--- src/logic/riscv_pkg.sv ---
`default_nettype none

package riscv_pkg;

    localparam int xlen = 32;

    typedef logic [xlen-1:0] reg_t;
    typedef logic [31:0]     inst_t;
    typedef logic [11:0]     csr_addr_t;

    // machine csr addresses
    localparam csr_addr_t csr_mstatus = 12'h300;
    localparam csr_addr_t csr_mtvec   = 12'h305;
    localparam csr_addr_t csr_mepc    = 12'h341;
    localparam csr_addr_t csr_mcause  = 12'h342;

    localparam logic [6:0] opc_system = 7'b1110011;

    // full encodings, rs1/rd/funct3 all zero
    localparam inst_t inst_ecall  = 32'h0000_0073;
    localparam inst_t inst_ebreak = 32'h0010_0073;
    localparam inst_t inst_mret   = 32'h3020_0073;

    localparam int mstatus_mie  = 3;
    localparam int mstatus_mpie = 7;

    typedef struct packed {
        logic ecall;
        logic ebreak;
        logic mret;
    } dec_sys_t;

endpackage

`default_nettype wire

--- src/logic/trap_pkg.sv ---
`default_nettype none

package trap_pkg;

    import riscv_pkg::*;

    localparam reg_t cause_m_timer = 32'h8000_0007;
    localparam reg_t cause_m_ecall = 32'h0000_000B;
    localparam reg_t cause_break   = 32'h0000_0003;

    typedef enum logic [2:0] {
        idle        = 3'd0,
        wr_mepc     = 3'd1,
        wr_mepc_irq = 3'd2,
        wr_mstatus  = 3'd3,
        wr_mret     = 3'd4
    } trap_state_e;

    typedef struct packed {
        logic      we;
        csr_addr_t addr;
        reg_t      data;
    } csr_wr_t;

    // sync for ecall/ebreak/mret, async for the timer
    typedef struct packed {
        logic sync;
        logic async;
    } flush_t;

    localparam reg_t pc_step  = 32'd4;
    localparam reg_t pc_step2 = 32'd8;

endpackage

`default_nettype wire

--- src/logic/sys_decode.sv ---
`default_nettype none

module sys_decode
    import riscv_pkg::*;
(
    input  inst_t    inst_i,
    input  logic     inst_valid_i,
    output dec_sys_t dec_o
);

    logic is_system;

    assign is_system = inst_valid_i && (inst_i[6:0] == opc_system);

    // other SYSTEM encodings (csr ops, wfi) leave everything low
    always_comb begin
        dec_o = '0;
        if (is_system) begin
            dec_o.ecall  = (inst_i == inst_ecall);
            dec_o.ebreak = (inst_i == inst_ebreak);
            dec_o.mret   = (inst_i == inst_mret);
        end
    end

endmodule

`default_nettype wire

--- src/logic/clint_timer.sv ---
`default_nettype none

module clint_timer
    import riscv_pkg::*;
(
    input  logic clk,
    input  logic rst_n,
    input  logic clint_we_i,
    input  reg_t clint_wdata_i,
    output reg_t mtime_o,
    output logic timer_irq_o
);

    reg_t mtime_q;
    reg_t mtimecmp_q;

    always_ff @(posedge clk or negedge rst_n) begin
        if (!rst_n) begin
            mtime_q <= '0;
        end else begin
            mtime_q <= mtime_q + 1'b1;
        end
    end

    // all ones keeps the interrupt quiet until software programs it
    always_ff @(posedge clk or negedge rst_n) begin
        if (!rst_n) begin
            mtimecmp_q <= '1;
        end else if (clint_we_i) begin
            mtimecmp_q <= clint_wdata_i;
        end
    end

    always_ff @(posedge clk or negedge rst_n) begin
        if (!rst_n) begin
            timer_irq_o <= 1'b0;
        end else begin
            timer_irq_o <= (mtime_q >= mtimecmp_q);
        end
    end

    assign mtime_o = mtime_q;

endmodule

`default_nettype wire

--- src/logic/csr_file.sv ---
`default_nettype none

module csr_file
    import riscv_pkg::*;
    import trap_pkg::*;
(
    input  logic      clk,
    input  logic      rst_n,
    input  csr_wr_t   trap_wr_i,
    input  csr_wr_t   sw_wr_i,
    input  csr_addr_t raddr_i,
    output reg_t      rdata_o,
    output reg_t      mtvec_o,
    output reg_t      mepc_o,
    output reg_t      mstatus_o
);

    csr_wr_t wr;
    reg_t    mtvec_q;
    reg_t    mepc_q;
    reg_t    mstatus_q;
    reg_t    mcause_q;

    // trap sequencer has priority over software
    assign wr = trap_wr_i.we ? trap_wr_i : sw_wr_i;

    always_ff @(posedge clk or negedge rst_n) begin
        if (!rst_n) begin
            mtvec_q   <= 32'h0000_0100;
            mepc_q    <= '0;
            mstatus_q <= '0;
            mcause_q  <= '0;
        end else if (wr.we) begin
            case (wr.addr)
                csr_mtvec:   mtvec_q   <= wr.data;
                csr_mepc:    mepc_q    <= wr.data;
                csr_mstatus: mstatus_q <= wr.data;
                csr_mcause:  mcause_q  <= wr.data;
                default: ;
            endcase
        end
    end

    always_comb begin
        case (raddr_i)
            csr_mtvec:   rdata_o = mtvec_q;
            csr_mepc:    rdata_o = mepc_q;
            csr_mstatus: rdata_o = mstatus_q;
            csr_mcause:  rdata_o = mcause_q;
            default:     rdata_o = '0;
        endcase
    end

    assign mtvec_o   = mtvec_q;
    assign mepc_o    = mepc_q;
    assign mstatus_o = mstatus_q;

endmodule

`default_nettype wire

--- src/logic/excp_ctrl.sv ---
`default_nettype none

module excp_ctrl
    import riscv_pkg::*;
    import trap_pkg::*;
(
    input  logic     clk,
    input  logic     rst_n,
    input  logic     timer_irq_i,
    input  dec_sys_t dec_i,
    input  reg_t     pc_i,
    input  logic     id_jump_req_i,
    input  logic     ex_stall_i,
    input  logic     ls_stall_i,
    input  reg_t     mtvec_i,
    input  reg_t     mepc_i,
    input  reg_t     mstatus_i,
    output csr_wr_t  csr_wr_o,
    output logic     stall_o,
    output flush_t   flush_o,
    output logic     jump_req_o,
    output reg_t     jump_pc_o
);

    trap_state_e state_q, state_d;
    logic        any_stall, irq_en, trap_sync, ret_req;
    reg_t        pc_hold, pc_src, irq_pc;
    reg_t        cause_q;
    reg_t        mstatus_trap, mstatus_ret;
    csr_wr_t     wr_d;
    logic        csr_we_q;
    csr_addr_t   csr_addr_q;
    reg_t        csr_data_q;
    flush_t      flush_d;
    logic        jump_req_d;

    assign any_stall = ex_stall_i | ls_stall_i;
    assign irq_en    = timer_irq_i & mstatus_i[mstatus_mie];
    assign trap_sync = (dec_i.ecall | dec_i.ebreak) & ~any_stall;
    assign ret_req   = dec_i.mret & ~any_stall;

    // decode pc reads zero right after a jump
    always_ff @(posedge clk or negedge rst_n) begin
        if (!rst_n) begin
            pc_hold <= '0;
        end else if (id_jump_req_i) begin
            pc_hold <= pc_i;
        end
    end

    assign pc_src = (pc_i == '0) ? pc_hold : pc_i;

    always_comb begin
        if (ls_stall_i) begin
            irq_pc = pc_src - pc_step2;
        end else if (ex_stall_i) begin
            irq_pc = pc_src - pc_step;
        end else begin
            irq_pc = pc_src;
        end
    end

    always_comb begin
        mstatus_trap = mstatus_i;
        mstatus_trap[mstatus_mpie] = mstatus_i[mstatus_mie];
        mstatus_trap[mstatus_mie]  = 1'b0;
        mstatus_ret = mstatus_i;
        mstatus_ret[mstatus_mie]  = mstatus_i[mstatus_mpie];
        mstatus_ret[mstatus_mpie] = 1'b1;
    end

    always_comb begin
        state_d = idle;
        case (state_q)
            idle: begin
                if (irq_en) begin
                    state_d = any_stall ? wr_mepc : wr_mepc_irq;
                end else if (trap_sync) begin
                    state_d = wr_mepc;
                end else if (ret_req) begin
                    state_d = wr_mret;
                end
            end
            wr_mepc_irq: state_d = wr_mepc;
            wr_mepc:     state_d = wr_mstatus;
            default:     state_d = idle;
        endcase
    end

    always_ff @(posedge clk or negedge rst_n) begin
        if (!rst_n) begin
            state_q <= idle;
        end else begin
            state_q <= state_d;
        end
    end

    always_ff @(posedge clk) begin
        if (state_q == idle) begin
            if (irq_en) begin
                cause_q <= cause_m_timer;
            end else if (dec_i.ecall) begin
                cause_q <= cause_m_ecall;
            end else if (dec_i.ebreak) begin
                cause_q <= cause_break;
            end
        end
    end

    // csr write sequence, one write per cycle
    always_comb begin
        wr_d.we   = 1'b0;
        wr_d.addr = csr_addr_q;
        wr_d.data = csr_data_q;
        case (state_q)
            idle: begin
                if (irq_en) begin
                    wr_d = '{we: 1'b1, addr: csr_mepc, data: irq_pc};
                end else if (trap_sync) begin
                    wr_d = '{we: 1'b1, addr: csr_mepc, data: pc_i + pc_step};
                end else if (ret_req) begin
                    wr_d = '{we: 1'b1, addr: csr_mstatus, data: mstatus_ret};
                end
            end
            wr_mepc_irq: begin
                wr_d.we   = 1'b1;
                wr_d.addr = csr_mepc;
                if (ls_stall_i) begin
                    wr_d.data = pc_src - pc_step;
                end
            end
            wr_mepc: wr_d = '{we: 1'b1, addr: csr_mstatus, data: mstatus_trap};
            wr_mstatus: wr_d = '{we: 1'b1, addr: csr_mcause, data: cause_q};
            default: ;
        endcase
    end

    assign jump_req_d    = (state_q == idle) & (irq_en | trap_sync | ret_req);
    assign flush_d.async = (state_q == idle) & irq_en;
    assign flush_d.sync  = (state_q == idle) & ~irq_en & (trap_sync | ret_req);

    always_ff @(posedge clk or negedge rst_n) begin
        if (!rst_n) begin
            csr_we_q   <= 1'b0;
            flush_o    <= '0;
            jump_req_o <= 1'b0;
        end else begin
            csr_we_q   <= wr_d.we;
            flush_o    <= flush_d;
            jump_req_o <= jump_req_d;
        end
    end

    always_ff @(posedge clk) begin
        csr_addr_q <= wr_d.addr;
        csr_data_q <= wr_d.data;
        if (jump_req_d) begin
            // only mret returns through mepc
            jump_pc_o <= (irq_en | trap_sync) ? mtvec_i : mepc_i;
        end
    end

    assign csr_wr_o = '{we: csr_we_q, addr: csr_addr_q, data: csr_data_q};
    assign stall_o  = (state_d != idle);

endmodule

`default_nettype wire

--- src/logic/trap_subsys_top.sv ---
`default_nettype none

module trap_subsys_top
    import riscv_pkg::*;
    import trap_pkg::*;
(
    input  logic      clk,
    input  logic      rst_n,
    input  inst_t     inst_i,
    input  logic      inst_valid_i,
    input  reg_t      pc_i,
    input  logic      id_jump_req_i,
    input  logic      ex_stall_i,
    input  logic      ls_stall_i,
    input  logic      clint_we_i,
    input  reg_t      clint_wdata_i,
    input  csr_wr_t   csr_sw_i,
    input  csr_addr_t csr_raddr_i,
    output reg_t      csr_rdata_o,
    output reg_t      mtime_o,
    output logic      stall_o,
    output flush_t    flush_o,
    output logic      jump_req_o,
    output reg_t      jump_pc_o
);

    dec_sys_t dec;
    logic     timer_irq;
    reg_t     mtvec, mepc, mstatus;
    csr_wr_t  trap_wr;

    sys_decode u_sys_decode (
        .inst_i       (inst_i),
        .inst_valid_i (inst_valid_i),
        .dec_o        (dec)
    );

    clint_timer u_clint_timer (
        .clk           (clk),
        .rst_n         (rst_n),
        .clint_we_i    (clint_we_i),
        .clint_wdata_i (clint_wdata_i),
        .mtime_o       (mtime_o),
        .timer_irq_o   (timer_irq)
    );

    csr_file u_csr_file (
        .clk       (clk),
        .rst_n     (rst_n),
        .trap_wr_i (trap_wr),
        .sw_wr_i   (csr_sw_i),
        .raddr_i   (csr_raddr_i),
        .rdata_o   (csr_rdata_o),
        .mtvec_o   (mtvec),
        .mepc_o    (mepc),
        .mstatus_o (mstatus)
    );

    excp_ctrl u_excp_ctrl (
        .clk           (clk),
        .rst_n         (rst_n),
        .timer_irq_i   (timer_irq),
        .dec_i         (dec),
        .pc_i          (pc_i),
        .id_jump_req_i (id_jump_req_i),
        .ex_stall_i    (ex_stall_i),
        .ls_stall_i    (ls_stall_i),
        .mtvec_i       (mtvec),
        .mepc_i        (mepc),
        .mstatus_i     (mstatus),
        .csr_wr_o      (trap_wr),
        .stall_o       (stall_o),
        .flush_o       (flush_o),
        .jump_req_o    (jump_req_o),
        .jump_pc_o     (jump_pc_o)
    );

endmodule

`default_nettype wire

--- config.mk ---
export PLATFORM = sky130hd
export DESIGN_NAME = trap_subsys_top
export DESIGN_NICKNAME = d
export VERILOG_FILES = /design/src/logic/riscv_pkg.sv /design/src/logic/trap_pkg.sv /design/src/logic/sys_decode.sv /design/src/logic/clint_timer.sv /design/src/logic/csr_file.sv /design/src/logic/excp_ctrl.sv /design/src/logic/trap_subsys_top.sv
export SDC_FILE = /design/constraint.sdc
export NUM_CORES = 1
export LEC_CHECK = 0
export ABC_AREA = 1
export BUFFER_PORTS_ARGS = -buffer_cell sky130_fd_sc_hd__buf_2
export CAP_MARGIN = 0
export CORE_MARGIN = 5
export CORE_UTILIZATION = 30
export DETAILED_ROUTE_END_ITERATION = 8
export SLEW_MARGIN = 20
export SYNTH_ARGS = -nofsm -noshare
export SYNTH_HDL_FRONTEND = slang
export SYNTH_SLANG_ARGS = --single-unit
--- constraint.sdc ---
create_clock -name clk -period 3.16 [get_ports clk]
set_input_delay 0.316 -clock clk [delete_from_list [all_inputs] [get_ports clk]]
set_output_delay 0.316 -clock clk [all_outputs]
set_load 0.01 [all_outputs]
==> summary.md <==
| Metric | Value |
|---|---|
| Fraction of layout cells with a size suffix above 1 | `18.4%` |
| Number of synthesized flops with an enable pin | `70` |
| Sequential area share after synthesis | `44.5%` |
| Remaining antenna violation count after routing | `0` |
| Setup violations, final | `0` |
| Syn_nets | `2565` |
| Dominant cell type by area after synthesis | `dfrtp_1` |
| Finished Cell Area | `22100 um2` |
| Yosys top cell area share | `27.9%` |
| Final #Nets | `2886` |
| Setup CP Type | `reg2reg` |
| Total number of yosys warnings | `0` |
| Worst r2r dst | `u_excp_ctrl.csr_data_q[30]` |
| Worst Path Required | `3.47 ns` |
| DRT Pass-1 Iters | `6` |
| Die ar. | `64500 um2` |
| Post-CTS Repair Setup Buffers | `0` |
| Die H | `254 um` |
| Filler-free cell count of the finished design | `3498` |
| Hold_ws | `0.0283 ns` |
| Max-cap violations | `0` |
| CP endpoint | `u_excp_ctrl.csr_data_q[30]` |
| Worst vdd ir | `409 uV` |
| Initial core utilization | `30.3%` |
| Crit share post-route | `82.1%` |
| RR Startpoint | `u_csr_file.mstatus_o[3]` |
| Clk slew on worst S/H paths | `0.06 ns` |
| Area of the core | `59000 um2` |
| First-pass GRT wire length | `98.2 mm` |
| Worst EP arrival | `2.91 ns` |
| Final Wtd Congestion | `0.967` |
| Synth async-reset ratio | `76.8%` |
| Avg WL per Cell | `18.2 um` |
| Initial antenna violation count | `14` |
| Grt total ovfl | `0` |
| P&R area growth vs syn | `23.9%` |
| CTS Buf Count | `39` |
| Clock Skew | `0.0236 ns` |
| Crit end category | `flip-flop` |
| HPWL after DPL | `48.6 mm` |
| Min-delay worst type | `in2reg` |
| Worst Reg2Reg Path Length in Cells | `11` |
| Main synth FF type | `dfrtp_1` |
| IO buf count | `259` |
| Clock latency on the worst-skew pair | `0.56 ns` |
| Max Freq | `0.386 GHz` |
| Least-Margin Pin Slew | `1.10 ns` |
| Mapped Cells | `2368` |
| Pwr dens | `609 nW/um2` |
| Unique masters post-synth | `57` |
| Crit-path max FO | `16` |
| Headroom to the max-slew limit | `26.8%` |
| Cell with the most instances after synthesis | `nand2_1` |
| Cell row count | `89` |
| Post-CTS resize count | `0` |
| Hold buffer count at cts | `33` |
| Clk Tree Root Cell | `clkbuf_16` |
| CP Launch Point | `u_csr_file.mstatus_o[3]` |
| Startpoint types | `flip-flop` |
| Synth cell count leaders | `nand2_1, inv_1, o21ai_0, nor2_1, dfrtp_1` |
| DRC | `0` |
| Final Hold Vio Count | `0` |
| R2R setup slack | `0.57 ns` |
| Largest net degree at the start of global routing | `66` |
| Outcome | `complete, no violations` |
| Total GRT Usage | `19.4%` |
| Clk sinks | `302` |
| Vias in the first global route | `16546` |
| Via count | `17100` |
| Layout fillers | `6261` |
| Wirelength, routed | `63.7 mm` |
| Htree depth | `2` |
| Cell total after placement | `3388` |
| Ranking of synthesized cells by area | `dfrtp_1, nand2_1, edfxtp_1, o21ai_0, inv_1` |
| Mean Syn Cell Area | `7.54 um2` |
| CTS tree | `built` |
| First DRT Iteration DRCs | `1630` |
| DR vias/cell | `4.89` |
| Max Transition Viols Final | `0` |
| Synth Cell Area | `17900 um2` |
| Die X | `254 um` |
| Ports | `260` |
| Tmin final | `2.59 ns` |
| Clock Path Buffers | `3` |
| Placed instance area | `20400 um2` |
| TNS Setup | `0 ns` |
| Number of synthesized register bits | `302` |
| Leakage | `10.5 nW` |
| RSZ-0062 raised after global routing | `false` |
through the flow:
stage	utilization, %	power, mW	setup WS [ns]
after floorplan	-	7.56	0.486
after CTS	37.5	13.6	0.552
after global routing	37.5	14.3	0.309
after detailed placement	34.6	8.92	0.0616
final	37.5	13.5	0.566
after global placement	34.6	8.89	0.137
layout make-up:
class / instances / area [um2] / share of cell area, %
inverters: 285 / 1070 / 4.84
flip-flops and latches: 302 / 7950 / 35.9
clock buffers: 56 / 1170 / 5.30
multi-input cells: 1695 / 8490 / 38.4
clock inverters: 16 / 173 / 0.780
diodes: 5 / 12.5 / 0.0566
well taps: 773 / 967 / 4.37
repair buffers: 366 / 2290 / 10.4
worst min-delay path by stage:
stage / startpoint / to / slack, ns / depth (start not counted)
2_1_floorplan: rst_n / u_clint_timer.mtime_o[0] / 0.02 / 0
3_3_place_gp: rst_n / u_clint_timer.mtime_o[26] / 0.29 / 1
3_5_place_dp: rst_n / u_clint_timer.mtime_o[26] / 0.29 / 1
6_report: pc_i[5] / u_excp_ctrl.pc_hold[5] / 0.03 / 3
5_1_grt: pc_i[1] / u_excp_ctrl.pc_hold[1] / 0.07 / 3
4_1_cts: pc_i[5] / u_excp_ctrl.pc_hold[5] / 0.005 / 3
layout by cell type, fill, tap and decap left out, types with 5 or more instances in the layout:
master and instances:
buf_2 258, a211oi_1 5, nand2_1 680, o221ai_1 23
nand3_1 114, clkbuf_1 7, nor4_1 17, nor2_1 224
xnor2_1 7, xor2_1 37, o2111ai_1 6, o21ai_0 226
o21ai_1 16, ha_1 37, o22ai_1 13, edfxtp_1 70
mux2_2 10, nor3_1 24, buf_12 8, a21oi_1 85
nor2_2 20, clkinv_1 6, nand3b_1 14, clkbuf_8 7
nor2_4 10, a211o_1 14, buf_4 66, clkinv_2 6
a31oi_1 5, dfrtp_1 199, a22oi_1 21, o211ai_1 8
dlygate4sd3_1 33, dfstp_2 33, nand2_2 13, nand4_1 32
diode_2 5, clkbuf_16 42, inv_1 279
layer usage:
layer | GRT usage (%) | vias to the layer above | routed length, um
met4 | 4.19 | 16 | 1270
met2 | 30.5 | 633 | 28100
met5 | 0 | - | 91
met3 | 3.85 | 92 | 5020
li1 | - | 8429 | -
met1 | 27.8 | 7930 | 29100
logic make-up after synthesis:
group / synth area share [%]
and+or+nand+nor: 27.9
AOI/OAI and AO/OA: 14.0
buffers and inverters: 7.97
DFF: 44.5
xor gates and xnor gates: 2.16
adders and majority gates: 2.59
muxes: 0.883
report_power, final:
part	internal (mW)	switching, mW	leakage, nW
combinational	1.05	2.45	6.39
clock	2.77	1.79	0.660
sequential	5.06	0.344	3.47
worst max-delay path, stage by stage (launching register included):
cell and delay [ns]:
dfrtp_1 0.45, nand2_1 0.19, inv_1 0.14, nor2_1 0.12, nand3_1 0.13, clkinv_1 0.49, nand3_1 0.48, o21ai_0 0.14
inv_1 0.07, nand2_1 0.05, inv_1 0.04, nand2_1 0.04
sequential cells by signal (all words and copies together) (netlist names), 3 cells and up:
register,flops
u_csr_file.mtvec_o,32
u_excp_ctrl.pc_hold,32
u_excp_ctrl.csr_data_q,32
u_excp_ctrl.jump_pc_o,32
u_clint_timer.mtime_o,32
u_excp_ctrl.state_q,3
u_csr_file.mepc_o,32
u_csr_file.mcause_q,32
u_clint_timer.mtimecmp_q,32
u_excp_ctrl.csr_addr_q,4
u_csr_file.mstatus_o,32
No activity file was read; power rests on OpenSTA's default activity.
